[config.mk]
export PLATFORM = sky130hd
export DESIGN_NAME = mem_rob_bridge
export DESIGN_NICKNAME = d
export VERILOG_FILES = /design/src/hw/mem_bus_pkg.sv /design/src/hw/rob_pkg.sv /design/src/hw/rob_buffer.sv /design/src/hw/cmd_fifo2.sv /design/src/hw/mem_rob_bridge.sv
export VERILOG_INCLUDE_DIRS = /design/src /design/src/hw
export SDC_FILE = /design/constraint.sdc
export NUM_CORES = 1
export LEC_CHECK = 0
export ABC_AREA = 1
export BUFFER_PORTS_ARGS = -buffer_cell sky130_fd_sc_hd__buf_2
export CORE_MARGIN = 5
export CORE_UTILIZATION = 35
export DETAILED_ROUTE_END_ITERATION = 8
export PLACE_DENSITY = 0.6
export SLEW_MARGIN = 5
export SYNTH_ARGS = -nofsm -noshare
export SYNTH_HDL_FRONTEND = slang
export SYNTH_HIERARCHICAL = 1
export SYNTH_SLANG_ARGS = --single-unit
[constraint.sdc]
create_clock -name mem_master -period 6.21 [get_ports mem_master]
set_input_delay 1.242 -clock mem_master [delete_from_list [all_inputs] [get_ports mem_master]]
set_output_delay 1.242 -clock mem_master [all_outputs]
set_load 0.005 [all_outputs]
[src/hw/mem_rob_config.svh]
// Size definitions for the memory reorder bridge, included by the packages and the RTL modules
`ifndef MEM_ROB_CONFIG_SVH
`define MEM_ROB_CONFIG_SVH

// Master address width in words, not bytes
`define MEM_ROB_ADDR_WIDTH 8

// Data word width
`define MEM_ROB_DATA_WIDTH 32

// Width of the user value the master attaches to every request
`define MEM_ROB_USER_WIDTH 4

// Reorder index width, which also sets the depth of each reorder buffer
`define MEM_ROB_TAG_WIDTH 3

// Entries per reorder buffer, one for every tag value
`define MEM_ROB_ENTRIES (1 << `MEM_ROB_TAG_WIDTH)

// Words actually backed by storage in the memory model
`define MEM_ROB_MEM_WORDS 128

// Commands the memory model can hold in flight at once
`define MEM_ROB_SLOTS 4

`endif

[src/hw/mem_bus_pkg.sv]
// Master-side request and response types of the memory port, shared by the bridge and the bench
`include "mem_rob_config.svh"

package mem_bus_pkg;

    // Basic field widths of the master port
    localparam int ADDR_WIDTH = `MEM_ROB_ADDR_WIDTH;
    localparam int DATA_WIDTH = `MEM_ROB_DATA_WIDTH;
    localparam int USER_WIDTH = `MEM_ROB_USER_WIDTH;

    // One byte enable per data byte
    localparam int BE_WIDTH = DATA_WIDTH / 8;

    typedef logic [ADDR_WIDTH-1:0] addr_t;
    typedef logic [DATA_WIDTH-1:0] data_t;
    typedef logic [BE_WIDTH-1:0]   be_t;
    typedef logic [USER_WIDTH-1:0] user_t;
    typedef logic [1:0]            resp_t;

    // Avalon response codes that the memory can return
    localparam resp_t resp_okay   = 2'd0;
    localparam resp_t resp_slverr = 2'd2;

    // Request from the master, held as levels until waitrequest drops
    typedef struct packed {
        logic  read;
        logic  write;
        addr_t address;
        data_t writedata;
        be_t   byteenable;
        user_t user;
    } mem_req_t;

    // Read response back to the master, valid for a single cycle
    typedef struct packed {
        logic  valid;
        data_t readdata;
        resp_t response;
        user_t user;
    } mem_rd_rsp_t;

    // Write response back to the master, also a single-cycle pulse
    typedef struct packed {
        logic  valid;
        resp_t response;
        user_t user;
    } mem_wr_rsp_t;

endpackage

[src/hw/rob_pkg.sv]
// Slave-side tagged command and response types and the reorder payloads used inside the bridge
`include "mem_rob_config.svh"

package rob_pkg;

    // Reorder index carried by every command to the slave and back
    typedef logic [`MEM_ROB_TAG_WIDTH-1:0] rob_tag_t;

    // Command toward the memory slave, tagged with its reorder index
    typedef struct packed {
        logic               read;
        logic               write;
        mem_bus_pkg::addr_t address;
        mem_bus_pkg::data_t writedata;
        mem_bus_pkg::be_t   byteenable;
        rob_tag_t           tag;
    } slv_cmd_t;

    // Read completion from the slave, possibly out of order
    typedef struct packed {
        logic               valid;
        mem_bus_pkg::data_t readdata;
        mem_bus_pkg::resp_t response;
        rob_tag_t           tag;
    } slv_rd_rsp_t;

    // Write completion from the slave
    typedef struct packed {
        logic               valid;
        mem_bus_pkg::resp_t response;
        rob_tag_t           tag;
    } slv_wr_rsp_t;

    // What the read buffer stores per entry
    typedef struct packed {
        mem_bus_pkg::data_t readdata;
        mem_bus_pkg::resp_t response;
    } rd_payload_t;

    // The write buffer only needs the response code
    typedef struct packed {
        mem_bus_pkg::resp_t response;
    } wr_payload_t;

endpackage

[src/hw/rob_buffer.sv]
// Reorder buffer that hands out in-order indices and releases out-of-order results in that order
`timescale 1ns/100ps
`include "mem_rob_config.svh"

module rob_buffer #(
    parameter type T_PAYLOAD = logic
) (
    input  logic                mem_master,
    input  logic                rst,
    input  logic                alloc_en,
    input  mem_bus_pkg::user_t  alloc_meta,
    output logic                not_full,
    output rob_pkg::rob_tag_t   alloc_idx,
    input  logic                enq_en,
    input  rob_pkg::rob_tag_t   enq_idx,
    input  T_PAYLOAD            enq_data,
    output logic                out_valid,
    output T_PAYLOAD            out_data,
    output mem_bus_pkg::user_t  out_meta
);

    localparam int ENTRIES = `MEM_ROB_ENTRIES;
    localparam int CNT_W   = `MEM_ROB_TAG_WIDTH + 1;

    // Payload and metadata arrays indexed by the reorder index
    T_PAYLOAD           data_mem [ENTRIES];
    mem_bus_pkg::user_t meta_mem [ENTRIES];

    // Set when the slave has delivered the result for an entry
    logic [ENTRIES-1:0] done;

    rob_pkg::rob_tag_t  alloc_ptr;
    rob_pkg::rob_tag_t  head_ptr;
    logic [CNT_W-1:0]   count;

    logic               alloc_ok;
    logic               deq;

    // First output stage, the second stage is the output itself
    logic               s1_valid;
    T_PAYLOAD           s1_data;
    mem_bus_pkg::user_t s1_meta;

    assign not_full  = (count != CNT_W'(ENTRIES));
    assign alloc_idx = alloc_ptr;
    assign alloc_ok  = alloc_en && not_full;

    // The head leaves as soon as its result is present, one entry per cycle
    assign deq = done[head_ptr];

    // ==========================================================
    // Pointers, occupancy and completion flags
    // ==========================================================
    always_ff @(posedge mem_master)
    begin
        if (rst)
        begin
            alloc_ptr <= '0;
            head_ptr  <= '0;
            count     <= '0;
            done      <= '0;
            s1_valid  <= 1'b0;
            out_valid <= 1'b0;
        end
        else
        begin
            if (alloc_ok)
                alloc_ptr <= alloc_ptr + 1'b1;
            if (deq)
                head_ptr <= head_ptr + 1'b1;

            // An entry stays counted until its response reaches the output
            count <= count + CNT_W'(alloc_ok) - CNT_W'(s1_valid);

            // A result never lands on the head that is leaving in the same cycle
            if (enq_en)
                done[enq_idx] <= 1'b1;
            if (deq)
                done[head_ptr] <= 1'b0;

            // Two register stages between head completion and the output pulse
            s1_valid  <= deq;
            out_valid <= s1_valid;
        end
    end

    // ==========================================================
    // Storage and output data path
    // ==========================================================
    always_ff @(posedge mem_master)
    begin
        if (alloc_ok)
            meta_mem[alloc_ptr] <= alloc_meta;
        if (enq_en)
            data_mem[enq_idx] <= enq_data;

        // The head advances on dequeue, so its contents move into the pipeline
        s1_data  <= data_mem[head_ptr];
        s1_meta  <= meta_mem[head_ptr];
        out_data <= s1_data;
        out_meta <= s1_meta;
    end

endmodule

[src/hw/cmd_fifo2.sv]
// Two-entry command queue that carries tagged commands from the bridge to the memory slave
`timescale 1ns/100ps

module cmd_fifo2 (
    input  logic              mem_master,
    input  logic              rst,
    input  logic              enq_en,
    input  rob_pkg::slv_cmd_t enq_data,
    output logic              not_full,
    output rob_pkg::slv_cmd_t first,
    output logic              not_empty,
    input  logic              deq_en
);

    // Entry zero is always the head, entry one sits behind it
    rob_pkg::slv_cmd_t q0;
    rob_pkg::slv_cmd_t q1;
    logic              v0;
    logic              v1;

    logic              do_deq;
    logic              do_enq;

    assign not_full  = !v1;
    assign not_empty = v0;
    assign first     = q0;

    // A full queue still takes a write when the head leaves in the same cycle
    assign do_deq = deq_en && v0;
    assign do_enq = enq_en && (!v1 || do_deq);

    always_ff @(posedge mem_master)
    begin
        if (rst)
        begin
            v0 <= 1'b0;
            v1 <= 1'b0;
        end
        else
        begin
            case ({do_enq, do_deq})
                2'b10:
                begin
                    if (!v0)
                        v0 <= 1'b1;
                    else
                        v1 <= 1'b1;
                end
                2'b01:
                begin
                    v0 <= v1;
                    v1 <= 1'b0;
                end
                // Enqueue with dequeue keeps the occupancy unchanged
                default: ;
            endcase
        end
    end

    // Registered storage, so a written entry shows at the head one cycle later
    always_ff @(posedge mem_master)
    begin
        if (do_deq)
        begin
            q0 <= v1 ? q1 : enq_data;
            if (v1 && do_enq)
                q1 <= enq_data;
        end
        else if (do_enq)
        begin
            if (!v0)
                q0 <= enq_data;
            else
                q1 <= enq_data;
        end
    end

endmodule

[src/hw/mem_rob_bridge.sv]
// Reorder bridge that tags master commands and sorts slave responses back into request order
`timescale 1ns/100ps

module mem_rob_bridge (
    input  logic                     mem_master,
    input  logic                     rst,
    input  mem_bus_pkg::mem_req_t    req,
    output logic                     waitrequest,
    output mem_bus_pkg::mem_rd_rsp_t rd_rsp,
    output mem_bus_pkg::mem_wr_rsp_t wr_rsp,
    output rob_pkg::slv_cmd_t        slv_cmd,
    input  logic                     slv_waitrequest,
    input  rob_pkg::slv_rd_rsp_t     slv_rd_rsp,
    input  rob_pkg::slv_wr_rsp_t     slv_wr_rsp
);

    logic                 rd_not_full;
    logic                 wr_not_full;
    logic                 fifo_not_full;
    logic                 fifo_not_empty;
    logic                 rd_alloc;
    logic                 wr_alloc;
    rob_pkg::rob_tag_t    rd_alloc_idx;
    rob_pkg::rob_tag_t    wr_alloc_idx;
    rob_pkg::slv_cmd_t    cmd_in;
    rob_pkg::slv_cmd_t    cmd_head;
    rob_pkg::rd_payload_t rd_enq_data;
    rob_pkg::rd_payload_t rd_out_data;
    rob_pkg::wr_payload_t wr_enq_data;
    rob_pkg::wr_payload_t wr_out_data;
    logic                 rd_out_valid;
    logic                 wr_out_valid;
    mem_bus_pkg::user_t   rd_out_meta;
    mem_bus_pkg::user_t   wr_out_meta;

    // ==========================================================
    // Request side
    // ==========================================================

    // Any full buffer or a full queue holds the master off
    assign waitrequest = !rd_not_full || !wr_not_full || !fifo_not_full;

    // Read wins if a master ever raises both strobes
    assign rd_alloc = req.read && !waitrequest;
    assign wr_alloc = req.write && !req.read && !waitrequest;

    // The tag is the slot just claimed in the matching buffer
    assign cmd_in = '{read:       req.read,
                      write:      req.write && !req.read,
                      address:    req.address,
                      writedata:  req.writedata,
                      byteenable: req.byteenable,
                      tag:        req.read ? rd_alloc_idx : wr_alloc_idx};

    cmd_fifo2 i_cmd_fifo (
        .mem_master (mem_master),
        .rst        (rst),
        .enq_en     (rd_alloc || wr_alloc),
        .enq_data   (cmd_in),
        .not_full   (fifo_not_full),
        .first      (cmd_head),
        .not_empty  (fifo_not_empty),
        .deq_en     (fifo_not_empty && !slv_waitrequest)
    );

    // Strobes toward the slave only count while the queue holds a command
    always_comb
    begin
        slv_cmd       = cmd_head;
        slv_cmd.read  = cmd_head.read && fifo_not_empty;
        slv_cmd.write = cmd_head.write && fifo_not_empty;
    end

    // ==========================================================
    // Response side
    // ==========================================================
    assign rd_enq_data = '{readdata: slv_rd_rsp.readdata, response: slv_rd_rsp.response};
    assign wr_enq_data = '{response: slv_wr_rsp.response};

    rob_buffer #(
        .T_PAYLOAD (rob_pkg::rd_payload_t)
    ) i_rd_rob (
        .mem_master (mem_master),
        .rst        (rst),
        .alloc_en   (rd_alloc),
        .alloc_meta (req.user),
        .not_full   (rd_not_full),
        .alloc_idx  (rd_alloc_idx),
        .enq_en     (slv_rd_rsp.valid),
        .enq_idx    (slv_rd_rsp.tag),
        .enq_data   (rd_enq_data),
        .out_valid  (rd_out_valid),
        .out_data   (rd_out_data),
        .out_meta   (rd_out_meta)
    );

    rob_buffer #(
        .T_PAYLOAD (rob_pkg::wr_payload_t)
    ) i_wr_rob (
        .mem_master (mem_master),
        .rst        (rst),
        .alloc_en   (wr_alloc),
        .alloc_meta (req.user),
        .not_full   (wr_not_full),
        .alloc_idx  (wr_alloc_idx),
        .enq_en     (slv_wr_rsp.valid),
        .enq_idx    (slv_wr_rsp.tag),
        .enq_data   (wr_enq_data),
        .out_valid  (wr_out_valid),
        .out_data   (wr_out_data),
        .out_meta   (wr_out_meta)
    );

    // Sorted results go back with the user value restored
    assign rd_rsp = '{valid:    rd_out_valid,
                      readdata: rd_out_data.readdata,
                      response: rd_out_data.response,
                      user:     rd_out_meta};

    assign wr_rsp = '{valid:    wr_out_valid,
                      response: wr_out_data.response,
                      user:     wr_out_meta};

endmodule

==> results.sh <==
export IMPL_grt_max_degree=99
export IMPL_routedWlPerCell_um=17.2
export IMPL_clock_root_buffer="clkbuf_16"
export IMPL_h_tree_depth=2
export IMPL_min_path_type="reg2reg"
export IMPL_pre_cts_ws_ns=2.37
export IMPL_crit_required_ns=4.97
export IMPL_rrSetupSlack_ns=3.27
export IMPL_power_mw=11.0
export IMPL_drtPass1Iterations=5
export IMPL_vias_per_cell=4.73
export IMPL_start_util_pct=35.3
export IMPL_cp_end_kind="primary output"
export IMPL_grt_antenna_before_repair=6
export IMPL_finalSetupTns_ns=0
export IMPL_fin_nets=2002
export IMPL_syn_num_nets=1813
export IMPL_cts_setup_buffers=0
export IMPL_grt_pass1_vias=12722
export IMPL_hold_viol=0
export IMPL_rr_startpoint="i_cmd_fifo/v1"
export IMPL_fin_crit_sh_pct=55.8
export IMPL_postRouteAntennaNets=0
export IMPL_hold_buffers=0
export IMPL_wl_mm=46.7
export IMPL_seq_area_frac_synth_pct=75.9
export IMPL_netlist_instances=1696
export IMPL_place_congestion=0.758
export IMPL_power_density_nw_per_um2=439
export IMPL_p_leak_nw=9.29
export IMPL_dr_total_vias=12859
export IMPL_worstPathArrival_ns=2.22
export IMPL_post_route_min_period_ns=3.46
export IMPL_cts_sinks=580
export IMPL_min_from="i_wr_rob/s1_meta[3]"
export IMPL_core_area_um2=60200
export IMPL_ys_warn_count=6
export IMPL_dp_final_hpwl_mm=27.5
export IMPL_cts_tree="yes"
export IMPL_port_buffers=192
export IMPL_path_max_fanout=53
export IMPL_start_kind="flip-flop"
export IMPL_holdPathEnd="i_wr_rob/out_meta[3]"
export IMPL_status="completed"
export IMPL_skew_ns=0.0276
export IMPL_ir_drop_uv=366
export IMPL_die_h_um=256
export IMPL_p_int_mw=7.79
export IMPL_layout_common_cells="450 x edfxtp_1, 386 x nor2_1, 192 x buf_2"
export IMPL_clk_latency_ns=0.62
export IMPL_hold_depth=0
export IMPL_synth_seq_cells=580
export IMPL_power_switching_mw=3.20
export IMPL_r2r_end="i_wr_rob/count[2]"
export IMPL_ff2ff_path_depth=11
export IMPL_max_slew_margin_pct=27.2
export IMPL_cts_resized=0
export IMPL_fin_ws_ns=2.75
export IMPL_grt_ovfl_total=0
export IMPL_avgSynthCellArea_um2=12.5
export IMPL_setup_viol=0
export IMPL_worst_setup_path_type="reg2out"
export IMPL_drt_iter0_markers=912
export IMPL_grt_pass1_wl_mm=72.6
export IMPL_synthToLayoutAreaGrowth_pct=17.8
export IMPL_drcViolationCount=0
export IMPL_maxCapViolCount=0
export IMPL_track_usage_pct=13.7
export IMPL_final_common_cell="edfxtp_1"
export IMPL_rsz0062_at_grt="no"
export IMPL_worst_pin_slew_ns=1.09
export IMPL_fmax_ghz=0.289
export IMPL_nFillCells=5552
export IMPL_die_area_um2=65700
export IMPL_layout_drive_gt1_share_pct=17.6
export IMPL_clk_pin_slew_ns=0.06
export IMPL_synth_area_um2=21200
export IMPL_io_pins=193
export IMPL_cts_made_buffers=60
export IMPL_swShare_pct=29.1
export IMPL_ys_types=34
export IMPL_die_w_um=256
export IMPL_clockPowerShare_pct=33.1
export IMPL_rows=90
export IMPL_slew_viol_final=0
export IMPL_power_share_sequential_pct=48.4
export IMPL_pwr_share_comb_pct=18.4
export IMPL_clockBufferDepth=3
export IMPL_utilization_pct=41.5
==> metrics by stage <==
stage | hold slack (ns) | std cells | cell area [µm²]
detailed placement | 0.312 | 2605 | 23000
finish | 0.325 | 2720 | 25000
CTS | 0.326 | 2717 | 25000
floorplan | 0.310 | 1696 | 21200
global placement | 0.313 | 2605 | 23000
global route | 0.331 | 2718 | 25000
==> kinds of logic after synthesis <==
group / Yosys count / synth area share [%]
DFF: 580 / 75.9
xor gates and xnor gates: 4 / 0.165
buffers and inverters: 169 / 3.45
AOI/OAI and AO/OA: 256 / 6.88
adders and majority gates: 20 / 1.25
and+or+nand+nor: 667 / 12.4
==> critical path, cell delays in order (launching register included) <==
cell     delay [ns]
dfxtp_2        0.99
inv_1          0.24
nand3_1        0.22
buf_2          0.16
==> synthesized netlist by cell type, drive strengths merged <==
library cell | n | share of area (%)
a211oi | 1 | 0.035
a21boi | 1 | 0.035
a21o | 1 | 0.035
a21oi | 23 | 0.58
a31oi | 1 | 0.029
buf | 43 | 1.2
clkbuf | 34 | 0.60
clkinv | 1 | 0.024
dfxtp | 130 | 12
edfxtp | 450 | 64
fa | 2 | 0.19
ha | 18 | 1.1
inv | 91 | 1.6
nand2 | 195 | 3.5
nand3 | 70 | 1.7
nand4 | 1 | 0.029
nor2 | 398 | 7.1
nor3 | 1 | 0.024
o2111ai | 43 | 1.8
o21a | 1 | 0.035
o21ai | 185 | 4.4
or2 | 2 | 0.059
xnor2 | 1 | 0.041
xor2 | 3 | 0.12
==> sequential cells by signal, indices dropped and copies added, names as in the netlist, 8 cells and up <==
register,count
i_rd_rob/meta_mem,32
i_rd_rob/out_data,34
i_rd_rob/data_mem,272
i_wr_rob/done,8
i_wr_rob/data_mem,16
i_wr_rob/meta_mem,32
i_cmd_fifo/q1,49
i_cmd_fifo/first,49
i_rd_rob/done,8
i_rd_rob/s1_data,34
==> layer usage <==
| layer | wire (µm) | track usage (%) | up-vias |
|---|---|---|---|
| met3 | 2650 | 3.27 | 70 |
| met5 | 34 | 0 | - |
| met1 | 20700 | 18.2 | 6189 |
| li1 | - | - | 6269 |
| met2 | 22400 | 22.8 | 325 |
| met4 | 920 | 3.58 | 6 |
==> how the worst max path moves through the flow <==
stage / from / endpoint / slack, ns / cells past startpoint
finish: i_cmd_fifo/v1 / waitrequest / 2.75 / 3
global route: i_cmd_fifo/v1 / waitrequest / 2.54 / 3
CTS: i_cmd_fifo/v1 / waitrequest / 2.68 / 3
detailed placement: slv_waitrequest / i_cmd_fifo/q1[18] / 2.37 / 8
global placement: slv_waitrequest / i_cmd_fifo/q1[18] / 2.49 / 8
floorplan: slv_waitrequest / i_cmd_fifo/q1[0] / 0.39 / 6
==> cell type report <==
cell class / count / area [µm²] / share of cell area, %
multi-input cells: 947 / 4460 / 17.8
inverters: 92 / 349 / 1.39
clock buffers: 86 / 1820 / 7.27
clock inverters: 26 / 246 / 0.985
flip-flops and latches: 580 / 16100 / 64.4
diodes: 3 / 7.51 / 0.0300
well taps: 782 / 978 / 3.91
repair buffers: 204 / 1050 / 4.20
==> power groups by stage <==
stage,Combinational (mW),Clock [mW],Sequential (mW)
6_report,2.02,3.64,5.32
5_1_grt,2.30,3.92,5.41
4_1_cts,2.08,3.76,5.34
3_5_place_dp,2.06,0,5.41
3_3_place_gp,2.01,0,5.40
2_1_floorplan,1.33,0,5.28
No activity file was read; power rests on OpenSTA's default activity.
